### src/hsid_pkg.sv
package hsid_pkg;

  localparam int HSID_WORD_WIDTH        = 16;  // Band sample and error result
  localparam int HSID_DATA_WIDTH_MUL    = 32;  // Squared difference
  localparam int HSID_DATA_WIDTH_ACC    = 36;  // Error accumulator
  localparam int HSID_MSE_SHIFT         = 20;  // Keeps the top 16 accumulator bits
  localparam int HSID_HSP_BANDS_WIDTH   = 6;   // Band count, also captured FIFO depth 64
  localparam int HSID_HSP_LIBRARY_WIDTH = 6;   // Library size and reference index
  localparam int HSID_BUFFER_WIDTH      = 4;   // Reference FIFO holds 16 words

  // Reference words per run, bands times library size
  localparam int HSID_REF_WORDS_WIDTH = HSID_HSP_BANDS_WIDTH + HSID_HSP_LIBRARY_WIDTH;

  typedef enum logic [2:0] {
    IDLE,
    READ_HSP_CAPTURED,
    COMPUTE_MSE,
    WAIT_RESULT,
    DONE
  } hsid_main_state_t;

endpackage

### src/hsid_fifo.sv
`timescale 1ns/1ps

module hsid_fifo #(
  parameter int FIFO_ADDR_WIDTH = 4
) (
  input  logic                                 clk,
  input  logic                                 arst_n,
  input  logic                                 clear,
  input  logic                                 wr_en,
  input  logic                                 rd_en,
  input  logic [hsid_pkg::HSID_WORD_WIDTH-1:0] data_in,
  output logic [hsid_pkg::HSID_WORD_WIDTH-1:0] data_out,
  output logic [FIFO_ADDR_WIDTH:0]             count,
  output logic                                 full,
  output logic                                 empty
);

  logic [hsid_pkg::HSID_WORD_WIDTH-1:0] mem [2**FIFO_ADDR_WIDTH];
  logic [FIFO_ADDR_WIDTH-1:0]           wr_ptr;
  logic [FIFO_ADDR_WIDTH-1:0]           rd_ptr;
  logic                                 wr_ok;
  logic                                 rd_ok;

  assign full     = count[FIFO_ADDR_WIDTH];  // Count reaches the depth
  assign empty    = (count == '0);
  assign wr_ok    = wr_en && !full;
  assign rd_ok    = rd_en && !empty;
  assign data_out = mem[rd_ptr];             // First word falls through

  always_ff @(posedge clk) begin
    if (wr_ok) begin
      mem[wr_ptr] <= data_in;
    end
  end

  always_ff @(posedge clk or negedge arst_n) begin
    if (!arst_n) begin
      wr_ptr <= '0;
      rd_ptr <= '0;
      count  <= '0;
    end else if (clear) begin
      wr_ptr <= '0;
      rd_ptr <= '0;
      count  <= '0;
    end else begin
      if (wr_ok) begin
        wr_ptr <= wr_ptr + 1'b1;
      end
      if (rd_ok) begin
        rd_ptr <= rd_ptr + 1'b1;
      end
      case ({wr_ok, rd_ok})
        2'b10:   count <= count + 1'b1;
        2'b01:   count <= count - 1'b1;
        default: count <= count;  // Simultaneous read and write keep the level
      endcase
    end
  end

endmodule

### src/hsid_main_fsm.sv
`timescale 1ns/1ps

module hsid_main_fsm (
  input  logic                                        clk,
  input  logic                                        arst_n,
  input  logic                                        clear,
  input  logic                                        start,
  input  logic [hsid_pkg::HSID_HSP_BANDS_WIDTH-1:0]   hsp_bands,
  input  logic [hsid_pkg::HSID_HSP_LIBRARY_WIDTH-1:0] hsp_library_size,
  input  logic                                        band_data_in_valid,
  input  logic [hsid_pkg::HSID_HSP_BANDS_WIDTH:0]     fifo_captured_count,
  input  logic                                        fifo_ref_full,
  input  logic                                        fifo_ref_empty,
  input  logic                                        mse_comparison_valid,
  output hsid_pkg::hsid_main_state_t                  state,
  output logic                                        band_data_ready,
  output logic [hsid_pkg::HSID_HSP_BANDS_WIDTH-1:0]   cfg_hsp_bands,
  output logic [hsid_pkg::HSID_HSP_LIBRARY_WIDTH-1:0] hsp_ref,
  output logic                                        band_pack_start,
  output logic                                        band_pack_last,
  output logic                                        band_pack_valid,
  output logic                                        fifo_both_read_en,
  output logic                                        initialize,
  output logic                                        done,
  output logic                                        idle,
  output logic                                        ready
);

  hsid_pkg::hsid_main_state_t                  state_next;
  logic [hsid_pkg::HSID_HSP_LIBRARY_WIDTH-1:0] cfg_library_size;
  logic [hsid_pkg::HSID_REF_WORDS_WIDTH-1:0]   ref_words_left;  // Reference words still to accept
  logic [hsid_pkg::HSID_HSP_BANDS_WIDTH-1:0]   band_idx;
  logic [hsid_pkg::HSID_HSP_LIBRARY_WIDTH-1:0] cmp_count;       // Finished comparisons
  logic                                        stream_accept;
  logic                                        capture_last;
  logic                                        ref_last;
  logic                                        cmp_last;

  assign idle  = (state == hsid_pkg::IDLE);
  assign ready = idle;
  assign done  = (state == hsid_pkg::DONE);  // DONE lasts exactly one cycle

  assign initialize = idle && start;  // Datapath clears on the accepting edge

  always_comb begin
    case (state)
      hsid_pkg::READ_HSP_CAPTURED: band_data_ready = 1'b1;
      hsid_pkg::COMPUTE_MSE:       band_data_ready = !fifo_ref_full && (ref_words_left != '0);
      default:                     band_data_ready = 1'b0;
    endcase
  end

  assign stream_accept = band_data_in_valid && band_data_ready;

  // Last captured word is written on this edge
  assign capture_last = stream_accept &&
                        ((fifo_captured_count + 1'b1) == {1'b0, cfg_hsp_bands});

  assign fifo_both_read_en = (state == hsid_pkg::COMPUTE_MSE) && !fifo_ref_empty;
  assign band_pack_valid   = fifo_both_read_en;
  assign band_pack_start   = (band_idx == '0);
  assign band_pack_last    = (band_idx == cfg_hsp_bands - 1'b1);

  assign ref_last = fifo_both_read_en && band_pack_last &&
                    (hsp_ref == cfg_library_size - 1'b1);
  assign cmp_last = mse_comparison_valid && (cmp_count == cfg_library_size - 1'b1);

  always_comb begin
    state_next = state;
    case (state)
      hsid_pkg::IDLE: begin
        if (start) begin
          state_next = hsid_pkg::READ_HSP_CAPTURED;
        end
      end
      hsid_pkg::READ_HSP_CAPTURED: begin
        if (capture_last) begin
          state_next = hsid_pkg::COMPUTE_MSE;
        end
      end
      hsid_pkg::COMPUTE_MSE: begin
        if (ref_last) begin
          state_next = hsid_pkg::WAIT_RESULT;
        end
      end
      hsid_pkg::WAIT_RESULT: begin
        if (cmp_last) begin
          state_next = hsid_pkg::DONE;
        end
      end
      default: state_next = hsid_pkg::IDLE;  // DONE returns to IDLE
    endcase
  end

  always_ff @(posedge clk or negedge arst_n) begin
    if (!arst_n) begin
      state            <= hsid_pkg::IDLE;
      cfg_hsp_bands    <= '0;
      cfg_library_size <= '0;
      ref_words_left   <= '0;
      band_idx         <= '0;
      hsp_ref          <= '0;
      cmp_count        <= '0;
    end else if (clear) begin
      state          <= hsid_pkg::IDLE;
      ref_words_left <= '0;
      band_idx       <= '0;
      hsp_ref        <= '0;
      cmp_count      <= '0;
    end else begin
      state <= state_next;
      if (initialize) begin
        cfg_hsp_bands    <= hsp_bands;
        cfg_library_size <= hsp_library_size;
        ref_words_left   <= hsp_bands * hsp_library_size;
        band_idx         <= '0;
        hsp_ref          <= '0;
        cmp_count        <= '0;
      end
      if (stream_accept && (state == hsid_pkg::COMPUTE_MSE)) begin
        ref_words_left <= ref_words_left - 1'b1;
      end
      if (fifo_both_read_en) begin
        if (band_pack_last) begin
          band_idx <= '0;
          hsp_ref  <= hsp_ref + 1'b1;  // Next reference starts at band 0
        end else begin
          band_idx <= band_idx + 1'b1;
        end
      end
      if (mse_comparison_valid) begin
        cmp_count <= cmp_count + 1'b1;
      end
    end
  end

endmodule

### src/hsid_mse.sv
`timescale 1ns/1ps

module hsid_mse (
  input  logic                                        clk,
  input  logic                                        arst_n,
  input  logic                                        clear,
  input  logic [hsid_pkg::HSID_WORD_WIDTH-1:0]        band_pack_a,
  input  logic [hsid_pkg::HSID_WORD_WIDTH-1:0]        band_pack_b,
  input  logic                                        band_pack_valid,
  input  logic                                        band_pack_start,
  input  logic                                        band_pack_last,
  input  logic [hsid_pkg::HSID_HSP_LIBRARY_WIDTH-1:0] hsp_ref,
  output logic [hsid_pkg::HSID_WORD_WIDTH-1:0]        mse_value,
  output logic [hsid_pkg::HSID_HSP_LIBRARY_WIDTH-1:0] mse_ref,
  output logic                                        mse_valid,
  output logic                                        acc_of
);

  logic [hsid_pkg::HSID_WORD_WIDTH-1:0]        diff;
  logic [hsid_pkg::HSID_DATA_WIDTH_MUL-1:0]    sq;
  logic                                        s1_valid;
  logic                                        s1_start;
  logic                                        s1_last;
  logic [hsid_pkg::HSID_HSP_LIBRARY_WIDTH-1:0] s1_ref;
  logic [hsid_pkg::HSID_DATA_WIDTH_MUL-1:0]    s1_sq;
  logic [hsid_pkg::HSID_DATA_WIDTH_ACC-1:0]    acc_run;
  logic [hsid_pkg::HSID_DATA_WIDTH_ACC-1:0]    acc_base;
  logic [hsid_pkg::HSID_DATA_WIDTH_ACC:0]      sum;       // Top bit is the carry out
  logic [hsid_pkg::HSID_DATA_WIDTH_ACC-1:0]    sum_shifted;
  logic                                        of_run;    // Sticky per reference
  logic                                        of_next;

  assign diff = (band_pack_a > band_pack_b) ? band_pack_a - band_pack_b
                                            : band_pack_b - band_pack_a;
  assign sq   = diff * diff;

  // A new reference restarts from zero instead of the running sum
  assign acc_base    = s1_start ? '0 : acc_run;
  assign sum         = acc_base + s1_sq;
  assign of_next     = (s1_start ? 1'b0 : of_run) | sum[hsid_pkg::HSID_DATA_WIDTH_ACC];
  assign sum_shifted = sum[hsid_pkg::HSID_DATA_WIDTH_ACC-1:0] >> hsid_pkg::HSID_MSE_SHIFT;

  always_ff @(posedge clk or negedge arst_n) begin
    if (!arst_n) begin
      s1_valid  <= 1'b0;
      mse_valid <= 1'b0;
      of_run    <= 1'b0;
    end else if (clear) begin
      s1_valid  <= 1'b0;
      mse_valid <= 1'b0;
      of_run    <= 1'b0;
    end else begin
      s1_valid  <= band_pack_valid;
      mse_valid <= s1_valid && s1_last;
      if (s1_valid) begin
        of_run <= of_next;
      end
    end
  end

  always_ff @(posedge clk) begin
    if (band_pack_valid) begin
      s1_sq    <= sq;
      s1_start <= band_pack_start;
      s1_last  <= band_pack_last;
      s1_ref   <= hsp_ref;
    end
    if (clear) begin
      acc_run <= '0;
    end else if (s1_valid) begin
      acc_run <= sum[hsid_pkg::HSID_DATA_WIDTH_ACC-1:0];
    end
    if (s1_valid && s1_last) begin
      mse_value <= sum_shifted[hsid_pkg::HSID_WORD_WIDTH-1:0];
      mse_ref   <= s1_ref;
      acc_of    <= of_next;
    end
  end

endmodule

### src/hsid_mse_comp.sv
`timescale 1ns/1ps

module hsid_mse_comp (
  input  logic                                        clk,
  input  logic                                        arst_n,
  input  logic                                        clear,
  input  logic                                        mse_in_valid,
  input  logic                                        mse_in_of,
  input  logic [hsid_pkg::HSID_WORD_WIDTH-1:0]        mse_in_value,
  input  logic [hsid_pkg::HSID_HSP_LIBRARY_WIDTH-1:0] mse_in_ref,
  output logic [hsid_pkg::HSID_WORD_WIDTH-1:0]        mse_min_value,
  output logic [hsid_pkg::HSID_WORD_WIDTH-1:0]        mse_max_value,
  output logic [hsid_pkg::HSID_HSP_LIBRARY_WIDTH-1:0] mse_min_ref,
  output logic [hsid_pkg::HSID_HSP_LIBRARY_WIDTH-1:0] mse_max_ref,
  output logic                                        mse_out_valid
);

  logic take;

  assign take = mse_in_valid && !mse_in_of;  // Overflowed references are skipped

  always_ff @(posedge clk or negedge arst_n) begin
    if (!arst_n) begin
      mse_min_value <= '1;
      mse_max_value <= '0;
      mse_min_ref   <= '0;
      mse_max_ref   <= '0;
      mse_out_valid <= 1'b0;
    end else if (clear) begin
      mse_min_value <= '1;
      mse_max_value <= '0;
      mse_min_ref   <= '0;
      mse_max_ref   <= '0;
      mse_out_valid <= 1'b0;
    end else begin
      mse_out_valid <= mse_in_valid;
      // Strict compares keep the earlier index on a tie
      if (take && (mse_in_value < mse_min_value)) begin
        mse_min_value <= mse_in_value;
        mse_min_ref   <= mse_in_ref;
      end
      if (take && (mse_in_value > mse_max_value)) begin
        mse_max_value <= mse_in_value;
        mse_max_ref   <= mse_in_ref;
      end
    end
  end

endmodule

### src/hsid_main.sv
`timescale 1ns/1ps

module hsid_main (
  input  logic                                        clk,
  input  logic                                        arst_n,
  input  logic                                        clear,
  input  logic                                        start,
  input  logic                                        band_data_in_valid,
  input  logic [hsid_pkg::HSID_WORD_WIDTH-1:0]        band_data_in,
  input  logic [hsid_pkg::HSID_HSP_BANDS_WIDTH-1:0]   hsp_bands_in,
  input  logic [hsid_pkg::HSID_HSP_LIBRARY_WIDTH-1:0] hsp_library_size_in,
  output logic                                        band_data_ready,
  output logic [hsid_pkg::HSID_HSP_LIBRARY_WIDTH-1:0] mse_min_ref,
  output logic [hsid_pkg::HSID_HSP_LIBRARY_WIDTH-1:0] mse_max_ref,
  output logic [hsid_pkg::HSID_WORD_WIDTH-1:0]        mse_min_value,
  output logic [hsid_pkg::HSID_WORD_WIDTH-1:0]        mse_max_value,
  output logic                                        done,
  output logic                                        idle,
  output logic                                        ready
);

  hsid_pkg::hsid_main_state_t                  state;
  logic [hsid_pkg::HSID_HSP_BANDS_WIDTH:0]     fifo_captured_count;
  logic [hsid_pkg::HSID_WORD_WIDTH-1:0]        fifo_captured_data_in;
  logic [hsid_pkg::HSID_WORD_WIDTH-1:0]        fifo_captured_data_out;
  logic [hsid_pkg::HSID_WORD_WIDTH-1:0]        fifo_ref_data_out;
  logic                                        fifo_captured_write_en;
  logic                                        fifo_ref_write_en;
  logic                                        fifo_ref_full;
  logic                                        fifo_ref_empty;
  logic                                        fifo_both_read_en;
  logic                                        band_pack_start;
  logic                                        band_pack_last;
  logic                                        band_pack_valid;
  logic [hsid_pkg::HSID_HSP_LIBRARY_WIDTH-1:0] hsp_ref;
  logic                                        initialize;
  logic                                        datapath_clear;
  logic [hsid_pkg::HSID_WORD_WIDTH-1:0]        mse_value;
  logic [hsid_pkg::HSID_HSP_LIBRARY_WIDTH-1:0] mse_ref;
  logic                                        mse_valid;
  logic                                        acc_of;
  logic                                        mse_comparison_valid;
  logic                                        stream_accept;

  assign datapath_clear = clear || initialize;
  assign stream_accept  = band_data_in_valid && band_data_ready;

  // Capture takes the stream, compute loops the head back to replay the pixel
  assign fifo_captured_data_in  = (state == hsid_pkg::READ_HSP_CAPTURED) ? band_data_in
                                                                         : fifo_captured_data_out;
  assign fifo_captured_write_en = ((state == hsid_pkg::READ_HSP_CAPTURED) && stream_accept) ||
                                  fifo_both_read_en;
  assign fifo_ref_write_en      = (state == hsid_pkg::COMPUTE_MSE) && stream_accept;

  hsid_main_fsm i_hsid_main_fsm (
    .clk                 (clk),
    .arst_n              (arst_n),
    .clear               (clear),
    .start               (start),
    .hsp_bands           (hsp_bands_in),
    .hsp_library_size    (hsp_library_size_in),
    .band_data_in_valid  (band_data_in_valid),
    .fifo_captured_count (fifo_captured_count),
    .fifo_ref_full       (fifo_ref_full),
    .fifo_ref_empty      (fifo_ref_empty),
    .mse_comparison_valid(mse_comparison_valid),
    .state               (state),
    .band_data_ready     (band_data_ready),
    .cfg_hsp_bands       (),
    .hsp_ref             (hsp_ref),
    .band_pack_start     (band_pack_start),
    .band_pack_last      (band_pack_last),
    .band_pack_valid     (band_pack_valid),
    .fifo_both_read_en   (fifo_both_read_en),
    .initialize          (initialize),
    .done                (done),
    .idle                (idle),
    .ready               (ready)
  );

  hsid_fifo #(
    .FIFO_ADDR_WIDTH(hsid_pkg::HSID_HSP_BANDS_WIDTH)  // 64 words of captured pixel
  ) fifo_captured (
    .clk     (clk),
    .arst_n  (arst_n),
    .clear   (datapath_clear),
    .wr_en   (fifo_captured_write_en),
    .rd_en   (fifo_both_read_en),
    .data_in (fifo_captured_data_in),
    .data_out(fifo_captured_data_out),
    .count   (fifo_captured_count),
    .full    (),
    .empty   ()
  );

  hsid_fifo #(
    .FIFO_ADDR_WIDTH(hsid_pkg::HSID_BUFFER_WIDTH)  // Reference word buffer
  ) fifo_ref (
    .clk     (clk),
    .arst_n  (arst_n),
    .clear   (datapath_clear),
    .wr_en   (fifo_ref_write_en),
    .rd_en   (fifo_both_read_en),
    .data_in (band_data_in),
    .data_out(fifo_ref_data_out),
    .count   (),
    .full    (fifo_ref_full),
    .empty   (fifo_ref_empty)
  );

  hsid_mse i_hsid_mse (
    .clk            (clk),
    .arst_n         (arst_n),
    .clear          (datapath_clear),
    .band_pack_a    (fifo_captured_data_out),
    .band_pack_b    (fifo_ref_data_out),
    .band_pack_valid(band_pack_valid),
    .band_pack_start(band_pack_start),
    .band_pack_last (band_pack_last),
    .hsp_ref        (hsp_ref),
    .mse_value      (mse_value),
    .mse_ref        (mse_ref),
    .mse_valid      (mse_valid),
    .acc_of         (acc_of)
  );

  hsid_mse_comp i_hsid_mse_comp (
    .clk          (clk),
    .arst_n       (arst_n),
    .clear        (datapath_clear),
    .mse_in_valid (mse_valid),
    .mse_in_of    (acc_of),
    .mse_in_value (mse_value),
    .mse_in_ref   (mse_ref),
    .mse_min_value(mse_min_value),
    .mse_max_value(mse_max_value),
    .mse_min_ref  (mse_min_ref),
    .mse_max_ref  (mse_max_ref),
    .mse_out_valid(mse_comparison_valid)
  );

endmodule

### config.mk
export PLATFORM = sky130hd
export DESIGN_NAME = hsid_main
export DESIGN_NICKNAME = d
export VERILOG_FILES = /design/src/hsid_pkg.sv /design/src/hsid_fifo.sv /design/src/hsid_main_fsm.sv /design/src/hsid_mse.sv /design/src/hsid_mse_comp.sv /design/src/hsid_main.sv
export SDC_FILE = /design/constraint.sdc
export NUM_CORES = 2
export LEC_CHECK = 0
export ABC_CLOCK_PERIOD_IN_PS = 10620
export BUFFER_PORTS_ARGS = -buffer_cell sky130_fd_sc_hd__buf_2
export CAP_MARGIN = 20
export CELL_PAD_IN_SITES_DETAIL_PLACEMENT = 1
export CELL_PAD_IN_SITES_GLOBAL_PLACEMENT = 2
export CORE_ASPECT_RATIO = 0.7
export CORE_MARGIN = 5
export CORE_UTILIZATION = 44
export DETAILED_ROUTE_END_ITERATION = 10
export GPL_TIMING_DRIVEN = 0
export PLACE_DENSITY_LB_ADDON = 0.05
export SKIP_CTS_REPAIR_TIMING = 1
export SLEW_MARGIN = 10
export SYNTH_ARGS = -nofsm -noshare
export SYNTH_HDL_FRONTEND = slang
export SYNTH_SLANG_ARGS = --single-unit
### constraint.sdc
create_clock -name clk -period 10.62 [get_ports clk]
set_input_delay 1.593 -clock clk [delete_from_list [all_inputs] [get_ports clk]]
set_output_delay 1.593 -clock clk [all_outputs]
set_load 0.01 [all_outputs]
==> flow_summary.ini <==
[sta]
fin_crit_sh_pct = 104
rsz0062_at_grt = yes
hold_viol = 0
period_needed_ns = 11.03
setup_viol = 12
max-slew-margin-rel_pct = 22.5
max_freq_ghz = 0.0907
holdWs_ns = 0.415
skew_ns = 0.0439
worst_slack_ns = -0.406
tightest_slew_ns = 1.16
drv_slew = 0

[yosys]
synthesis.nets = 4887
syn_area_per_cell_um2 = 16.1
synth-seq-cells = 1503
synth_warnings = 0
async_reset_ff_share_pct = 8.32
synth-seq-area-share_pct = 61.8
synth-edff-count = 1342
synth_ff_type = edfxtp_1
syn_area_um2 = 71400
synth.distinct_cells = 85
synth_cells = 4440

[grt]
grt_usage_pct = 24.0
grt_pass1_vias = 41800
overflow = 0
grt_start_max_net_pins = 65
grt_pass1_wl_um = 301000
antenna_found_initial = 24

[critical_path]
path_max_fanout = 8
r2r-start = fifo_captured.rd_ptr[0]$_DFFE_PN0P_
r2r_cells = 42
r2r-end = i_hsid_mse.s1_sq[28]$_DFFE_PP_
r2r_setup_slack_ns = -0.41
slowest_delay_ns = 0.58
critPathKind = flop to flop
start_kind = flop
arrival_ns = 11.63
end_kind = flop
cp.required_ns = 11.23
cp_slowest_cell = mux4_2
path_common_cell = fa_1

[place]
hpwl_um = 151000
place.gp.congestion = 0.838
numPortBuffers = 80

[clock_network]
path_clk_slew_ns = 0.06
clk_latency_ns = 0.78
cts_max_path_buffers = 3
cts_made_buffers = 151
clock-root-buffer = clkbuf_16
cts_tree = done
cts.sinks = 1503
h-tree-depth = 4

[finish]
areaGrowthSynthToFinish_pct = 18.4
drive_gt1_share_pct = 27.0
nets = 5362
nFillCells = 15000

[floorplanning]
placement_rows = 123
die_y_um = 347
io_pins = 81
dieArea_um2 = 171000
die_w_um = 492
coreArea_um2 = 161000
initial_core_util_pct = 44.4

[worst_hold_path]
hp-start = i_hsid_mse.s1_ref[5]$_DFFE_PP_
whs_path_depth = 0
hold_path.class = flop to flop
hold_end = i_hsid_mse.mse_ref[5]$_DFFE_PP_

[route]
drt_first_iter_violations = 4017
routed_wl_um = 207000
ant_nets = 0
vias = 41100
viasPerCell = 5.74
first_pass_iters = 5
drc_errors = 0
wire_per_inst_um = 28.9

[run]
maxCapViolCount = 0

[run_status]
violations = negative setup slack
status = finished with violations
[worst max path at each step]
stage	cells after the start	endpoint	slack (ns)	startpoint
2_1_floorplan	42	i_hsid_mse.s1_sq[24]$_DFFE_PP_	0.006	fifo_captured.rd_ptr[0]$_DFFE_PN0P_
6_report	42	i_hsid_mse.s1_sq[28]$_DFFE_PP_	-0.41	fifo_captured.rd_ptr[0]$_DFFE_PN0P_
5_1_grt	44	i_hsid_mse.s1_sq[28]$_DFFE_PP_	-0.73	fifo_captured.rd_ptr[0]$_DFFE_PN0P_
3_3_place_gp	41	i_hsid_mse.s1_sq[24]$_DFFE_PP_	-3.45	fifo_captured.rd_ptr[1]$_DFFE_PN0P_
4_1_cts	40	i_hsid_mse.s1_sq[31]$_DFFE_PP_	-3.38	fifo_captured.rd_ptr[1]$_DFFE_PN0P_
3_5_place_dp	39	i_hsid_mse.s1_sq[24]$_DFFE_PP_	-3.33	fifo_captured.rd_ptr[1]$_DFFE_PN0P_
[registers in the layout, indices dropped and copies added (netlist names), 7 cells and up]
| register | count |
|---|---|
| i_hsid_mse.mse_value | 16 |
| i_hsid_mse.acc_run | 36 |
| i_hsid_mse_comp.mse_min_value | 16 |
| fifo_captured.mem | 1024 |
| fifo_captured.count | 7 |
| i_hsid_mse_comp.mse_max_value | 16 |
| i_hsid_mse.s1_sq | 31 |
| i_hsid_main_fsm.ref_words_left | 12 |
| fifo_ref.mem | 256 |
[cell families after synthesis]
logic type	synth area share, %
fa+ha+maj	9.19
xor+xnor	1.75
flops	61.8
buf+inv	3.08
compound gates	3.71
mux	14.4
simple gates	6.03
[per-layer routing]
layer / GRT usage, % / vias up / share of wire, %
li1: - / 17700 / -
met1: 40.5 / 21800 / 50
met2: 31.6 / 1449 / 40
met3: 5.42 / 196 / 8.7
met4: 4.21 / 0 / 1.5
met5: 0 / - / 0
[stage by stage]
| step | setup TNS [ns] | setup WS (ns) | util [%] | area, um2 | cells |
|---|---|---|---|---|---|
| floorplan | 0 | 0.00615 | - | 71400 | 4440 |
| global placement | -483.59 | -3.45 | 46.3 | 74500 | 6645 |
| detailed placement | -61.74 | -3.33 | 47.6 | 76700 | 6748 |
| CTS | -63.14 | -3.38 | 50.7 | 81600 | 7026 |
| global route | -7.04 | -0.732 | 52.5 | 84600 | 7166 |
| finish | -2.98 | -0.406 | 52.5 | 84600 | 7167 |
[critical path: cells and delay by family, from the launching register on]
family                     cells  cell delay, ns
AOI/OAI and AO/OA             10            2.00
adders and majority gates      8            3.60
buffers and inverters         14            1.88
DFF                            1            0.41
muxes                          4            1.96
and+or+nand+nor                6            0.96
[synth_stat cells, drive strengths merged (74+ instances only)]
master,number,share of area (%)
fa,184,5.2
a21oi,113,0.79
edfxtp,1342,56
inv,368,1.9
buf,76,0.53
clkbuf,116,0.61
xnor2,92,1.1
o21ai,98,0.69
nand2,202,1.1
ha,230,4.0
dfrtp,109,3.8
nor2,341,1.8
mux4,416,13
mux2i,74,1.0
[layout make-up]
cell class / count / area (um2) / share of cell area (%)
antenna: 2 / 5.00 / 0.00592
buffer: 189 / 1480 / 1.74
clock buffer: 195 / 4040 / 4.78
clock inverter: 83 / 852 / 1.01
inverter: 370 / 1430 / 1.69
multi-input combinational: 2375 / 26300 / 31.1
sequential: 1503 / 44200 / 52.2
tap: 2125 / 2660 / 3.14
timing repair buffer: 325 / 3630 / 4.29
[cells in the final DEF (no fill, tap or decap), types with 51 or more instances in the layout]
cell type,instances
mux4_2,416
o21ai_0,71
mux2i_1,69
xnor2_1,82
nand2_1,187
nor2_2,69
edfxtp_1,1342
buf_4,110
a21oi_1,100
inv_1,335
buf_8,71
fa_1,174
buf_2,90
clkbuf_1,109
nor2b_1,62
a21o_1,51
clkbuf_16,160
dfrtp_1,108
nor2_1,265
ha_1,206
Power is not shown: default switching activity piles up to over one toggle a cycle in this logic, so the estimate is an artifact.
